**src/verilog/aud_pkg.sv**
```systemverilog
package aud_pkg;

    localparam int SAMPLE_W = 16;
    localparam int ADDR_W   = 8;
    localparam int DEPTH    = 1 << ADDR_W;

    // host command opcodes
    typedef enum logic [1:0] {
        OP_RECORD = 2'd0,
        OP_PLAY   = 2'd1,
        OP_PAUSE  = 2'd2,
        OP_STOP   = 2'd3
    } aud_op_e;

    typedef enum logic [1:0] {
        MODE_IDLE  = 2'd0,
        MODE_REC   = 2'd1,
        MODE_PLAY  = 2'd2,
        MODE_PAUSE = 2'd3
    } aud_mode_e;

    typedef enum logic [1:0] {
        R_IDLE  = 2'd0,
        R_WAIT  = 2'd1,   // waiting for left half
        R_SHIFT = 2'd2,
        R_PAUSE = 2'd3
    } rec_state_e;

    typedef enum logic [2:0] {
        P_IDLE    = 3'd0,
        P_WAIT_L  = 3'd1,
        P_SHIFT_L = 3'd2,
        P_WAIT_R  = 3'd3,
        P_SHIFT_R = 3'd4,
        P_PAUSE   = 3'd5
    } ply_state_e;

endpackage

```
**src/verilog/aud_sample_buf.sv**
```systemverilog
`timescale 1ns/1ps

module aud_sample_buf (
    input  logic                          i_bclk,
    input  logic                          i_wr_en,
    input  logic [aud_pkg::ADDR_W-1:0]    i_wr_addr,
    input  logic [aud_pkg::SAMPLE_W-1:0]  i_wr_data,
    input  logic [aud_pkg::ADDR_W-1:0]    i_rd_addr,
    output logic [aud_pkg::SAMPLE_W-1:0]  o_rd_data
);

    logic [aud_pkg::SAMPLE_W-1:0] mem [aud_pkg::DEPTH];

    always_ff @(posedge i_bclk) begin
        if (i_wr_en) begin
            mem[i_wr_addr] <= i_wr_data;
        end
    end

    // one cycle read latency
    always_ff @(posedge i_bclk) begin
        o_rd_data <= mem[i_rd_addr];
    end

endmodule

```
**src/verilog/aud_recorder.sv**
```systemverilog
`timescale 1ns/1ps

module aud_recorder (
    input  logic                          i_bclk,
    input  logic                          i_rst_n,
    input  logic                          i_daclrck,
    input  logic                          i_adcdat,
    input  logic                          i_start,
    input  logic                          i_pause,
    input  logic                          i_stop,
    output logic                          o_wr_en,
    output logic [aud_pkg::ADDR_W-1:0]    o_wr_addr,
    output logic [aud_pkg::SAMPLE_W-1:0]  o_wr_data,
    output logic [aud_pkg::ADDR_W:0]      o_rec_len,
    output logic                          o_full
);

    aud_pkg::rec_state_e               state_r, state_w;
    logic [4:0]                        bit_cnt_r, bit_cnt_w;
    logic [aud_pkg::ADDR_W:0]          len_r, len_w;
    logic [aud_pkg::SAMPLE_W-2:0]      shift_r;
    logic [aud_pkg::SAMPLE_W-1:0]      sample_w;
    logic                              lrck_d_r;
    logic                              lrck_fall;
    logic                              wr_en_w, full_w;

    assign lrck_fall = lrck_d_r & ~i_daclrck;
    assign sample_w  = {shift_r, i_adcdat};   // last 16 bits seen
    assign o_rec_len = len_r;

    always_comb begin
        state_w   = state_r;
        bit_cnt_w = bit_cnt_r;
        len_w     = len_r;
        wr_en_w   = 1'b0;
        full_w    = 1'b0;

        case (state_r)
            aud_pkg::R_IDLE: begin
                if (i_start) begin
                    state_w = aud_pkg::R_WAIT;
                    len_w   = '0;
                end
            end
            aud_pkg::R_WAIT: begin
                if (i_stop) begin
                    state_w = aud_pkg::R_IDLE;
                end else if (i_pause) begin
                    state_w = aud_pkg::R_PAUSE;
                end else if (lrck_fall) begin
                    state_w   = aud_pkg::R_SHIFT;
                    bit_cnt_w = 5'd1;   // discarded I2S bit
                end
            end
            aud_pkg::R_SHIFT: begin
                if (i_stop) begin
                    state_w = aud_pkg::R_IDLE;
                end else if (i_pause) begin
                    state_w = aud_pkg::R_PAUSE;
                end else if (bit_cnt_r == 5'd16) begin
                    // 17th bit arrives now
                    wr_en_w = 1'b1;
                    len_w   = len_r + 1'b1;
                    if (len_w == aud_pkg::DEPTH) begin
                        full_w  = 1'b1;
                        state_w = aud_pkg::R_IDLE;
                    end else begin
                        state_w = aud_pkg::R_WAIT;
                    end
                end else begin
                    bit_cnt_w = bit_cnt_r + 1'b1;
                end
            end
            aud_pkg::R_PAUSE: begin
                if (i_stop) begin
                    state_w = aud_pkg::R_IDLE;
                end else if (i_start) begin
                    state_w = aud_pkg::R_WAIT;   // resume, keep count
                end
            end
            default: state_w = aud_pkg::R_IDLE;
        endcase
    end

    always_ff @(posedge i_bclk or negedge i_rst_n) begin
        if (!i_rst_n) begin
            state_r   <= aud_pkg::R_IDLE;
            bit_cnt_r <= '0;
            len_r     <= '0;
            lrck_d_r  <= 1'b0;
            o_wr_en   <= 1'b0;
            o_full    <= 1'b0;
        end else begin
            state_r   <= state_w;
            bit_cnt_r <= bit_cnt_w;
            len_r     <= len_w;
            lrck_d_r  <= i_daclrck;
            o_wr_en   <= wr_en_w;
            o_full    <= full_w;
        end
    end

    always_ff @(posedge i_bclk) begin
        shift_r <= sample_w[aud_pkg::SAMPLE_W-2:0];
        if (wr_en_w) begin
            o_wr_data <= sample_w;
            o_wr_addr <= len_r[aud_pkg::ADDR_W-1:0];
        end
    end

endmodule

```
**src/verilog/aud_player.sv**
```systemverilog
`timescale 1ns/1ps

module aud_player (
    input  logic                          i_bclk,
    input  logic                          i_rst_n,
    input  logic                          i_daclrck,
    input  logic                          i_start,
    input  logic                          i_pause,
    input  logic                          i_stop,
    input  logic [aud_pkg::ADDR_W:0]      i_rec_len,
    input  logic [aud_pkg::SAMPLE_W-1:0]  i_rd_data,
    output logic [aud_pkg::ADDR_W-1:0]    o_rd_addr,
    output logic                          o_dacdat,
    output logic                          o_done
);

    aud_pkg::ply_state_e            state_r, state_w;
    logic [3:0]                     bit_cnt_r, bit_cnt_w;
    logic [aud_pkg::ADDR_W-1:0]     addr_w;
    logic                           dac_w, done_w;
    logic                           lrck_d_r;
    logic                           lrck_fall, lrck_rise;
    logic                           last_word;
    logic                           active;

    assign lrck_fall = lrck_d_r & ~i_daclrck;
    assign lrck_rise = ~lrck_d_r & i_daclrck;
    assign last_word = ({1'b0, o_rd_addr} + 1'b1) == i_rec_len;
    assign active    = (state_r != aud_pkg::P_IDLE) && (state_r != aud_pkg::P_PAUSE);

    always_comb begin
        state_w   = state_r;
        bit_cnt_w = bit_cnt_r;
        addr_w    = o_rd_addr;
        dac_w     = 1'b0;   // silent outside the 16 data bits
        done_w    = 1'b0;

        case (state_r)
            aud_pkg::P_IDLE: begin
                if (i_start) begin
                    addr_w = '0;   // word 0 comes out of the buffer next cycle
                    if (i_rec_len == '0) begin
                        done_w = 1'b1;
                    end else begin
                        state_w = aud_pkg::P_WAIT_L;
                    end
                end
            end
            aud_pkg::P_WAIT_L: begin
                if (lrck_fall) begin
                    state_w   = aud_pkg::P_SHIFT_L;
                    bit_cnt_w = 4'hf;
                end
            end
            aud_pkg::P_SHIFT_L: begin
                dac_w     = i_rd_data[bit_cnt_r];
                bit_cnt_w = bit_cnt_r - 1'b1;
                if (bit_cnt_r == 4'h0) begin
                    state_w = aud_pkg::P_WAIT_R;
                end
            end
            aud_pkg::P_WAIT_R: begin
                if (lrck_rise) begin
                    state_w   = aud_pkg::P_SHIFT_R;
                    bit_cnt_w = 4'hf;
                end
            end
            aud_pkg::P_SHIFT_R: begin
                dac_w     = i_rd_data[bit_cnt_r];
                bit_cnt_w = bit_cnt_r - 1'b1;
                if (bit_cnt_r == 4'h0) begin
                    if (last_word) begin
                        done_w  = 1'b1;
                        state_w = aud_pkg::P_IDLE;
                    end else begin
                        addr_w  = o_rd_addr + 1'b1;   // prefetch during right idle time
                        state_w = aud_pkg::P_WAIT_L;
                    end
                end
            end
            aud_pkg::P_PAUSE: begin
                if (i_stop) begin
                    state_w = aud_pkg::P_IDLE;
                end else if (i_start) begin
                    state_w = aud_pkg::P_WAIT_L;
                end
            end
            default: state_w = aud_pkg::P_IDLE;
        endcase

        // stop and pause override whatever the shifter was doing
        if (active && (i_stop || i_pause)) begin
            state_w = i_stop ? aud_pkg::P_IDLE : aud_pkg::P_PAUSE;
            addr_w  = o_rd_addr;
            dac_w   = 1'b0;
            done_w  = 1'b0;
        end
    end

    always_ff @(posedge i_bclk or negedge i_rst_n) begin
        if (!i_rst_n) begin
            state_r   <= aud_pkg::P_IDLE;
            bit_cnt_r <= 4'hf;
            o_rd_addr <= '0;
            o_dacdat  <= 1'b0;
            o_done    <= 1'b0;
            lrck_d_r  <= 1'b0;
        end else begin
            state_r   <= state_w;
            bit_cnt_r <= bit_cnt_w;
            o_rd_addr <= addr_w;
            o_dacdat  <= dac_w;
            o_done    <= done_w;
            lrck_d_r  <= i_daclrck;
        end
    end

endmodule

```
**src/verilog/aud_cmd_ctrl.sv**
```systemverilog
`timescale 1ns/1ps

module aud_cmd_ctrl (
    input  logic                i_bclk,
    input  logic                i_rst_n,
    input  logic                i_cmd_req,
    input  aud_pkg::aud_op_e    i_cmd_op,
    input  logic                i_full,
    input  logic                i_done,
    output logic                o_cmd_ack,
    output aud_pkg::aud_mode_e  o_mode,
    output logic                o_rec_start,
    output logic                o_ply_start,
    output logic                o_pause,
    output logic                o_stop
);

    aud_pkg::aud_mode_e  mode_eff, mode_w;
    logic                ctx_play_r, ctx_play_w;
    logic                ack_w;
    logic                rec_start_w, ply_start_w, pause_w, stop_w;
    logic                accept;

    // new request only counts once the previous ack has dropped
    assign accept = i_cmd_req & ~o_cmd_ack;

    always_comb begin
        mode_eff = o_mode;
        if ((i_full && o_mode == aud_pkg::MODE_REC) ||
            (i_done && o_mode == aud_pkg::MODE_PLAY)) begin
            mode_eff = aud_pkg::MODE_IDLE;
        end

        mode_w      = mode_eff;
        ctx_play_w  = ctx_play_r;
        ack_w       = o_cmd_ack;
        rec_start_w = 1'b0;
        ply_start_w = 1'b0;
        pause_w     = 1'b0;
        stop_w      = 1'b0;

        if (accept) begin
            ack_w = 1'b1;
            case (i_cmd_op)
                aud_pkg::OP_RECORD, aud_pkg::OP_PLAY: begin
                    if (mode_eff == aud_pkg::MODE_IDLE) begin
                        if (i_cmd_op == aud_pkg::OP_RECORD) begin
                            mode_w      = aud_pkg::MODE_REC;
                            rec_start_w = 1'b1;
                        end else begin
                            mode_w      = aud_pkg::MODE_PLAY;
                            ply_start_w = 1'b1;
                        end
                    end else if (mode_eff == aud_pkg::MODE_PAUSE) begin
                        // either opcode resumes what was paused
                        if (ctx_play_r) begin
                            mode_w      = aud_pkg::MODE_PLAY;
                            ply_start_w = 1'b1;
                        end else begin
                            mode_w      = aud_pkg::MODE_REC;
                            rec_start_w = 1'b1;
                        end
                    end
                end
                aud_pkg::OP_PAUSE: begin
                    if (mode_eff == aud_pkg::MODE_REC || mode_eff == aud_pkg::MODE_PLAY) begin
                        mode_w     = aud_pkg::MODE_PAUSE;
                        pause_w    = 1'b1;
                        ctx_play_w = (mode_eff == aud_pkg::MODE_PLAY);
                    end
                end
                aud_pkg::OP_STOP: begin
                    mode_w = aud_pkg::MODE_IDLE;
                    stop_w = 1'b1;
                end
                default: ;
            endcase
        end else if (!i_cmd_req) begin
            ack_w = 1'b0;
        end
    end

    always_ff @(posedge i_bclk or negedge i_rst_n) begin
        if (!i_rst_n) begin
            o_mode      <= aud_pkg::MODE_IDLE;
            ctx_play_r  <= 1'b0;
            o_cmd_ack   <= 1'b0;
            o_rec_start <= 1'b0;
            o_ply_start <= 1'b0;
            o_pause     <= 1'b0;
            o_stop      <= 1'b0;
        end else begin
            o_mode      <= mode_w;
            ctx_play_r  <= ctx_play_w;
            o_cmd_ack   <= ack_w;
            o_rec_start <= rec_start_w;   // same edge as ack
            o_ply_start <= ply_start_w;
            o_pause     <= pause_w;
            o_stop      <= stop_w;
        end
    end

endmodule

```
**src/verilog/aud_top.sv**
```systemverilog
`timescale 1ns/1ps

module aud_top (
    input  logic                      i_bclk,
    input  logic                      i_rst_n,
    input  logic                      i_daclrck,
    input  logic                      i_adcdat,
    input  logic                      i_cmd_req,
    input  aud_pkg::aud_op_e          i_cmd_op,
    output logic                      o_cmd_ack,
    output aud_pkg::aud_mode_e        o_mode,
    output logic                      o_dacdat,
    output logic [aud_pkg::ADDR_W:0]  o_rec_len
);

    logic                          rec_start, ply_start, pause, stop;
    logic                          full, done;
    logic                          wr_en;
    logic [aud_pkg::ADDR_W-1:0]    wr_addr, rd_addr;
    logic [aud_pkg::SAMPLE_W-1:0]  wr_data, rd_data;

    aud_cmd_ctrl u_ctrl (
        .i_bclk      (i_bclk),
        .i_rst_n     (i_rst_n),
        .i_cmd_req   (i_cmd_req),
        .i_cmd_op    (i_cmd_op),
        .i_full      (full),
        .i_done      (done),
        .o_cmd_ack   (o_cmd_ack),
        .o_mode      (o_mode),
        .o_rec_start (rec_start),
        .o_ply_start (ply_start),
        .o_pause     (pause),
        .o_stop      (stop)
    );

    aud_recorder u_rec (
        .i_bclk    (i_bclk),
        .i_rst_n   (i_rst_n),
        .i_daclrck (i_daclrck),
        .i_adcdat  (i_adcdat),
        .i_start   (rec_start),
        .i_pause   (pause),
        .i_stop    (stop),
        .o_wr_en   (wr_en),
        .o_wr_addr (wr_addr),
        .o_wr_data (wr_data),
        .o_rec_len (o_rec_len),
        .o_full    (full)
    );

    // player length comes straight from the recorder count
    aud_player u_ply (
        .i_bclk    (i_bclk),
        .i_rst_n   (i_rst_n),
        .i_daclrck (i_daclrck),
        .i_start   (ply_start),
        .i_pause   (pause),
        .i_stop    (stop),
        .i_rec_len (o_rec_len),
        .i_rd_data (rd_data),
        .o_rd_addr (rd_addr),
        .o_dacdat  (o_dacdat),
        .o_done    (done)
    );

    aud_sample_buf u_buf (
        .i_bclk    (i_bclk),
        .i_wr_en   (wr_en),
        .i_wr_addr (wr_addr),
        .i_wr_data (wr_data),
        .i_rd_addr (rd_addr),
        .o_rd_data (rd_data)
    );

endmodule

```
**config.mk**
```make
export PLATFORM = sky130hd
export DESIGN_NAME = aud_top
export DESIGN_NICKNAME = d
export VERILOG_FILES = /design/src/verilog/aud_pkg.sv /design/src/verilog/aud_sample_buf.sv /design/src/verilog/aud_recorder.sv /design/src/verilog/aud_player.sv /design/src/verilog/aud_cmd_ctrl.sv /design/src/verilog/aud_top.sv
export SDC_FILE = /design/constraint.sdc
export NUM_CORES = 2
export LEC_CHECK = 0
export BUFFER_PORTS_ARGS = -buffer_cell sky130_fd_sc_hd__buf_4
export CELL_PAD_IN_SITES_DETAIL_PLACEMENT = 0
export CELL_PAD_IN_SITES_GLOBAL_PLACEMENT = 1
export CORE_UTILIZATION = 32
export DETAILED_ROUTE_END_ITERATION = 6
export PLACE_DENSITY_LB_ADDON = 0.25
export REMOVE_ABC_BUFFERS = 1
export SLEW_MARGIN = 0
export SYNTH_ARGS = -nofsm -noshare
export SYNTH_HDL_FRONTEND = slang
export SYNTH_SLANG_ARGS = --single-unit
```
**constraint.sdc**
```tcl
create_clock -name i_bclk -period 6.11 [get_ports i_bclk]
set_input_delay 1.833 -clock i_bclk [delete_from_list [all_inputs] [get_ports i_bclk]]
set_output_delay 1.833 -clock i_bclk [all_outputs]
set_load 0.005 [all_outputs]
```
* Word level (Yosys, flattened, before mapping) *
Memory sizes are Yosys's and may differ from the RTL's. A register that Yosys moved wholly into a read port is not among the register bits.
Index checks and enable logic that the tools add are counted.

cells by class
  equality and inequality tests = 43
  magnitude comparators = 1
  add/sub/neg operators = 5
  reductions and logical operators = 27
  bitwise operators = 7
  mux-type cells = 89

operators with widths
  cell                 count
  $mux 1               40
  $mux 9               4
  $mux 2               15
  $mux 3               10
  $mux 5               6
  $mux 8               3
  $pmux 3 s6           1
  $pmux 9 s2           1
  $ne 2x2->1 const B   8
  $pmux 8 s2           1
  $eq 2x2->1 const B   7
  $reduce_and 7->1     2
  $ne 2x1->1 const B   6
  $ne 3x1->1 const B   4
  $ne 4x3->1 const B   3
  $pmux 4 s3           1
  $pmux 5 s2           1
  $reduce_and 5->1     2
  $add 8x1->9 const B  1
  $add 9x1->9 const B  1
  $eq 9x9->1           1
  $eq 9x9->1 const B   1
  $logic_not 9->1      1
  $add 8x1->8 const B  1
  27 further kinds     51

storage, ports and cells
  logic and storage cells = 194
  input port bits = 7
  RAM bits = 4096
  memories = 1
  output and inout port bits = 13
  flip-flop bits (word level) = 83

memory list
  name       depth  bits a word  read ports  clocked after Yosys merged registers in  wr ports  line                  RTL
  u_buf.mem  256    16           1           1                                        1         aud_sample_buf.sv:12  logic [aud_pkg::SAMPLE_W-1:0] mem [aud_pkg::DEPTH];

* Longest topological paths before layout *
  word-level depth = 9
  mapped depth = 13
  gate-level depth less buffers = 8

* Hierarchy *
A second synthesis with hierarchy kept.

unflattened totals
  cell total of the unflattened synthesis = 7766
  area, all modules = 163016.3 µm²

modules (own cells, without submodules)
  module          sequential area each (µm²)  cells an instance  instances  area each (µm²)
  aud_sample_buf  123318.3                    7360               1          158714.7
  aud_recorder    1496.4                      171                1          2222.1
  aud_player      455.4                       193                1          1647.8
  aud_cmd_ctrl    200.2                       42                 1          431.7

* Worst setup path before layout *
No wires, ideal clock.

  path type = register to register
  start = register u_rec.o_wr_data[0] in the netlist's numbering
  end = memory u_buf.mem[0][0] in the netlist's numbering, data pin
  data required time = 5.293 ns
  slack = 2.064 ns
  clock period less this slack = 4.046 ns
  arrival = 3.228 ns
  path buffers = 0
  stages on the path, launching flop included = 1
  setup time = 0.817 ns
  cells stage by stage = edfxtp_1

RTL lines
  item                    line                  RTL
  from (decl)             aud_recorder.sv:13    output logic [aud_pkg::SAMPLE_W-1:0] o_wr_data,
  from (signal assigned)  aud_recorder.sv:106   o_wr_data <= sample_w;
  to (decl)               aud_sample_buf.sv:12

No word-level cell before the write port.

==> results.md <==
- CP required: approximately 7 ns
- Final worst path period need: 5.07 ns
- Cell with the most instances after synthesis: edfxtp_1
- Reg area: approximately 130000 um2
- TritonCTS Sinks: approximately 4200
- Final Total Pwr: approximately 58 mW
- Post-synth cell types: 87
- Fill cells: 46700
- CP dominant cell by count: buf_12
- Internal power: around 46 mW
- Final cell count without fillers: roughly 16000
- Vias per cell: 5.47
- Asr flop ratio synth: 0.0105
- Die Ht: a little over 700 um
- GPL Wtd Cong: a little under 0.9
- Placed Cells: about 15000
- M1 GR Usage: 0.284
- Warnings from Yosys: 0
- R2R cell count: 9
- Sequential area share after synthesis: 0.768
- Share of cells above drive strength 1: 0.234
- CP top delay family: simple AND/OR/NAND/NOR gates
- Post-route cell area: ~190000 um2
- Synth top area share: 0.757
- RR Startpoint: u_ply.o_rd_addr[2]
- Crit-path slowest cell: nor4_1
- Top FF cell, synth: edfxtp_1
- Gr ovfl total: 0
- Vias in the first global route: ~85000
- Crit path max fanout: 44
- Final worst-path cycle share: 0.830
- Post-CTS setup buffer count: 0
- H-tree depth: 5
- Starting Density: 0.321
- Mean cell area of the mapped netlist: about 20 um2
- Final hold vios: 0
- Initial DRC Count: approximately 11000
- Final ANT Viol Nets: 0
- Clock transition at path regs: approximately 0.060 ns
- DP Wirelength: roughly 340000 um
- Crit path launch: u_ply.o_rd_addr[2]
- CP startpoint kind: flip-flop
- Slew @ Worst Pin: between 1 and 1.5 ns
- Synth area leaders: edfxtp_1 (76%), mux4_2 (8.9%), mux2i_1 (4.0%)
- Synthesized flop and latch total: between 4000 and 5000
- Reg-to-Reg End: u_buf.o_rd_data[13]
- Clock Tree Buf Depth: 4
- Number of flops mapped to enable cells by yosys: 4120
- Critical path buffer and inverter count: 3
- Largest net degree at the start of global routing: 180
- Die X: 717 um
- Worst IR drop on VDD: about 0.00026 V
- Area grow syn2layout: 15.3%
- Final Max Slew Viols: 0
- Clock Skew: slightly above 0.09 ns
- Total global-route track usage: 0.205
- Cells after Synth: approximately 8200
- Pwr dens: 307 nW/um2
- Post-place instance area: ~170000 um2
- Clock power share: 0.452
- Max Fclk: a little under 0.2 GHz
- RSZ-0062 raised after global routing: false
- Detail-routed net length per standard cell: around 34 um
- # IOs: 20
- Crit path capture: u_buf.o_rd_data[13]
- Vias: between 80000 and 90000
- DRC: 0
- Nets: about 8700
- Commonest cells post-synth: edfxtp_1 (4120), mux2i_1 (660), mux4_2 (647), nor2_1 (403), a21oi_1 (236)
- CP cell instances: buf_12 > inv_6 > buf_12 > nand2_1 > o22ai_1 > nor3_2 > nor4_1 > a31oi_1 > o21a_1
- Met2 GRT Util: 0.324
- Num CTS Buffers: 447
- Hold buffer count at CTS: 0
- Logic pwr share: 0.007
- Worst hold slack: 0.323 ns
- First-pass iteration count of the detailed router: 6
- Setup TNS: 0 ns
- Met3 usage: 0.0406
- P_leak: 56.2 nW
- Core Footprint: 509000 um2
- Layer with the highest usage: met2
- CP Depth: 9
- Full die area: 513000 um2
- Max incr delay on CP: about 1.1 ns
- Sw Share: 0.203
- Clk_lat worst skew: roughly 1.0 ns
- CTS root buf: clkbuf_16
- Site row count: about 260
- Switching Power: 11.7 mW
- Worst min path class: reg -> reg
- Finish-stage setup viols: 0
- Footprint of the multi-input gates: between 30000 and 40000 um2
- WS Path Type: reg -> reg
- CTS tree: done
- Register-to-register setup slack: 1.04 ns
- # resized after CTS: 0
- WP data arrival: 5.98 ns
- Max-slew headroom: 0.0733
- Max cap viols: 0
- Outcome: completed
- Cell taking the most area after synthesis: edfxtp_1
- Mapped Area: around 160000 um2
- Port Buffers: 19
- Global-route wire length before repair: between 700000 and 800000 um
- Final WL: ~540000 um
- Seq pwr share: 0.541
- Critical Path Sink Type: flip-flop
- Initial antenna violation count: between 40 and 50
==> logic make-up after synthesis <==
| logic type | count (synthesis) | synth area share |
|---|---|---|
| adder cells (fa/ha/maj) | 11 | 0.000827 |
| flip-flops | 4195 | 0.768 |
| AND/OR/NAND/NOR | 929 | 0.0258 |
| buffers and inverters | 537 | 0.0191 |
| multiplexers | 1437 | 0.139 |
| XOR/XNOR | 18 | 0.000965 |
| AO/OA/AOI/OAI | 1104 | 0.0469 |
==> power groups by stage <==
stage          combinational [mW]  sequential, mW  clock [mW]
6_report                    0.403            31.3        26.1
5_1_grt                     0.449            31.3        27.6
4_1_cts                     0.395            31.3        26.6
3_3_place_gp                0.374            31.9           0
3_5_place_dp                0.391            31.9           0
2_1_floorplan               0.298            31.8           0
==> through the flow <==
| stage | util | setup slack (ns) |
|---|---|---|
| finish | 0.370 | 1.04 |
| global route | 0.370 | 1.01 |
| CTS | 0.370 | 0.940 |
| detailed placement | 0.343 | 0.995 |
| global placement | 0.342 | -0.238 |
| floorplan | - | -50.55 |
==> sequential cells by signal, summed over array words and instances (netlist names), 2 cells and up <==
| register | count |
|---|---|
| u_buf.mem | 4096 |
| u_buf.o_rd_data | 16 |
| u_ctrl.o_mode | 2 |
| u_ply.bit_cnt_r | 4 |
| u_ply.o_rd_addr | 8 |
| u_ply.state_r | 3 |
| u_rec.bit_cnt_r | 5 |
| u_rec.o_rec_len | 9 |
| u_rec.o_wr_addr | 8 |
| u_rec.o_wr_data | 16 |
| u_rec.shift_r | 15 |
| u_rec.state_r | 2 |
==> cell type report <==
class	instances	area share
diodes	19	0.000252
clock buffers	561	0.0623
clock inverters	259	0.0120
inverters	29	0.000611
multi-input cells	3499	0.188
flip-flops and latches	4195	0.666
well taps	6732	0.0447
repair buffers	546	0.0260
==> worst min path at each step <==
| stage | start | endpoint | slack [ns] | cells after the start |
|---|---|---|---|---|
| after detailed placement | u_rec.shift_r[6] | u_rec.shift_r[7] | 0.34 | 0 |
| after global routing | u_rec.shift_r[4] | u_rec.shift_r[5] | 0.34 | 0 |
| after CTS | u_rec.shift_r[11] | u_rec.shift_r[12] | 0.33 | 0 |
| final | u_rec.shift_r[11] | u_rec.shift_r[12] | 0.32 | 0 |
| after global placement | u_rec.shift_r[11] | u_rec.shift_r[12] | 0.34 | 0 |
| after floorplan | u_rec.shift_r[9] | u_rec.shift_r[10] | 0.33 | 0 |
==> cell usage in the layout, fill, tap and decap left out, types with 10 or more instances in the layout <==
| cell | instances |
|---|---|
| nor2_2 | 105 |
| clkinv_1 | 108 |
| clkinv_2 | 93 |
| o32ai_1 | 10 |
| diode_2 | 19 |
| clkbuf_1 | 106 |
| o21ai_0 | 183 |
| mux4_2 | 647 |
| ha_1 | 10 |
| mux2i_1 | 660 |
| a22o_1 | 10 |
| mux2_2 | 129 |
| o22ai_1 | 70 |
| o211ai_1 | 14 |
| nor3_1 | 72 |
| or4_1 | 10 |
| o32a_1 | 15 |
| nor4_1 | 13 |
| inv_1 | 23 |
| buf_4 | 479 |
| buf_12 | 63 |
| nand4_1 | 61 |
| and3_1 | 11 |
| o31ai_1 | 51 |
| a221o_1 | 63 |
| edfxtp_1 | 4120 |
| clkbuf_16 | 450 |
| a22oi_1 | 217 |
| a32oi_1 | 10 |
| a21oi_1 | 231 |
| nor2b_1 | 18 |
| dfxtp_1 | 31 |
| nand3_1 | 90 |
| nor2_1 | 292 |
| nand2_1 | 168 |
| bufinv_16 | 27 |
| dfrtp_1 | 34 |
| a211oi_1 | 20 |
| a221oi_1 | 108 |
| nand2b_1 | 19 |
==> layer usage <==
metal | up-vias | wire length (um)
li1 | 35100 | -
met3 | 723 | 42200
met1 | 47100 | 227000
met4 | 12 | 18700
met2 | 3644 | 250000
met5 | - | 77
(Power assumes the default switching activity.)
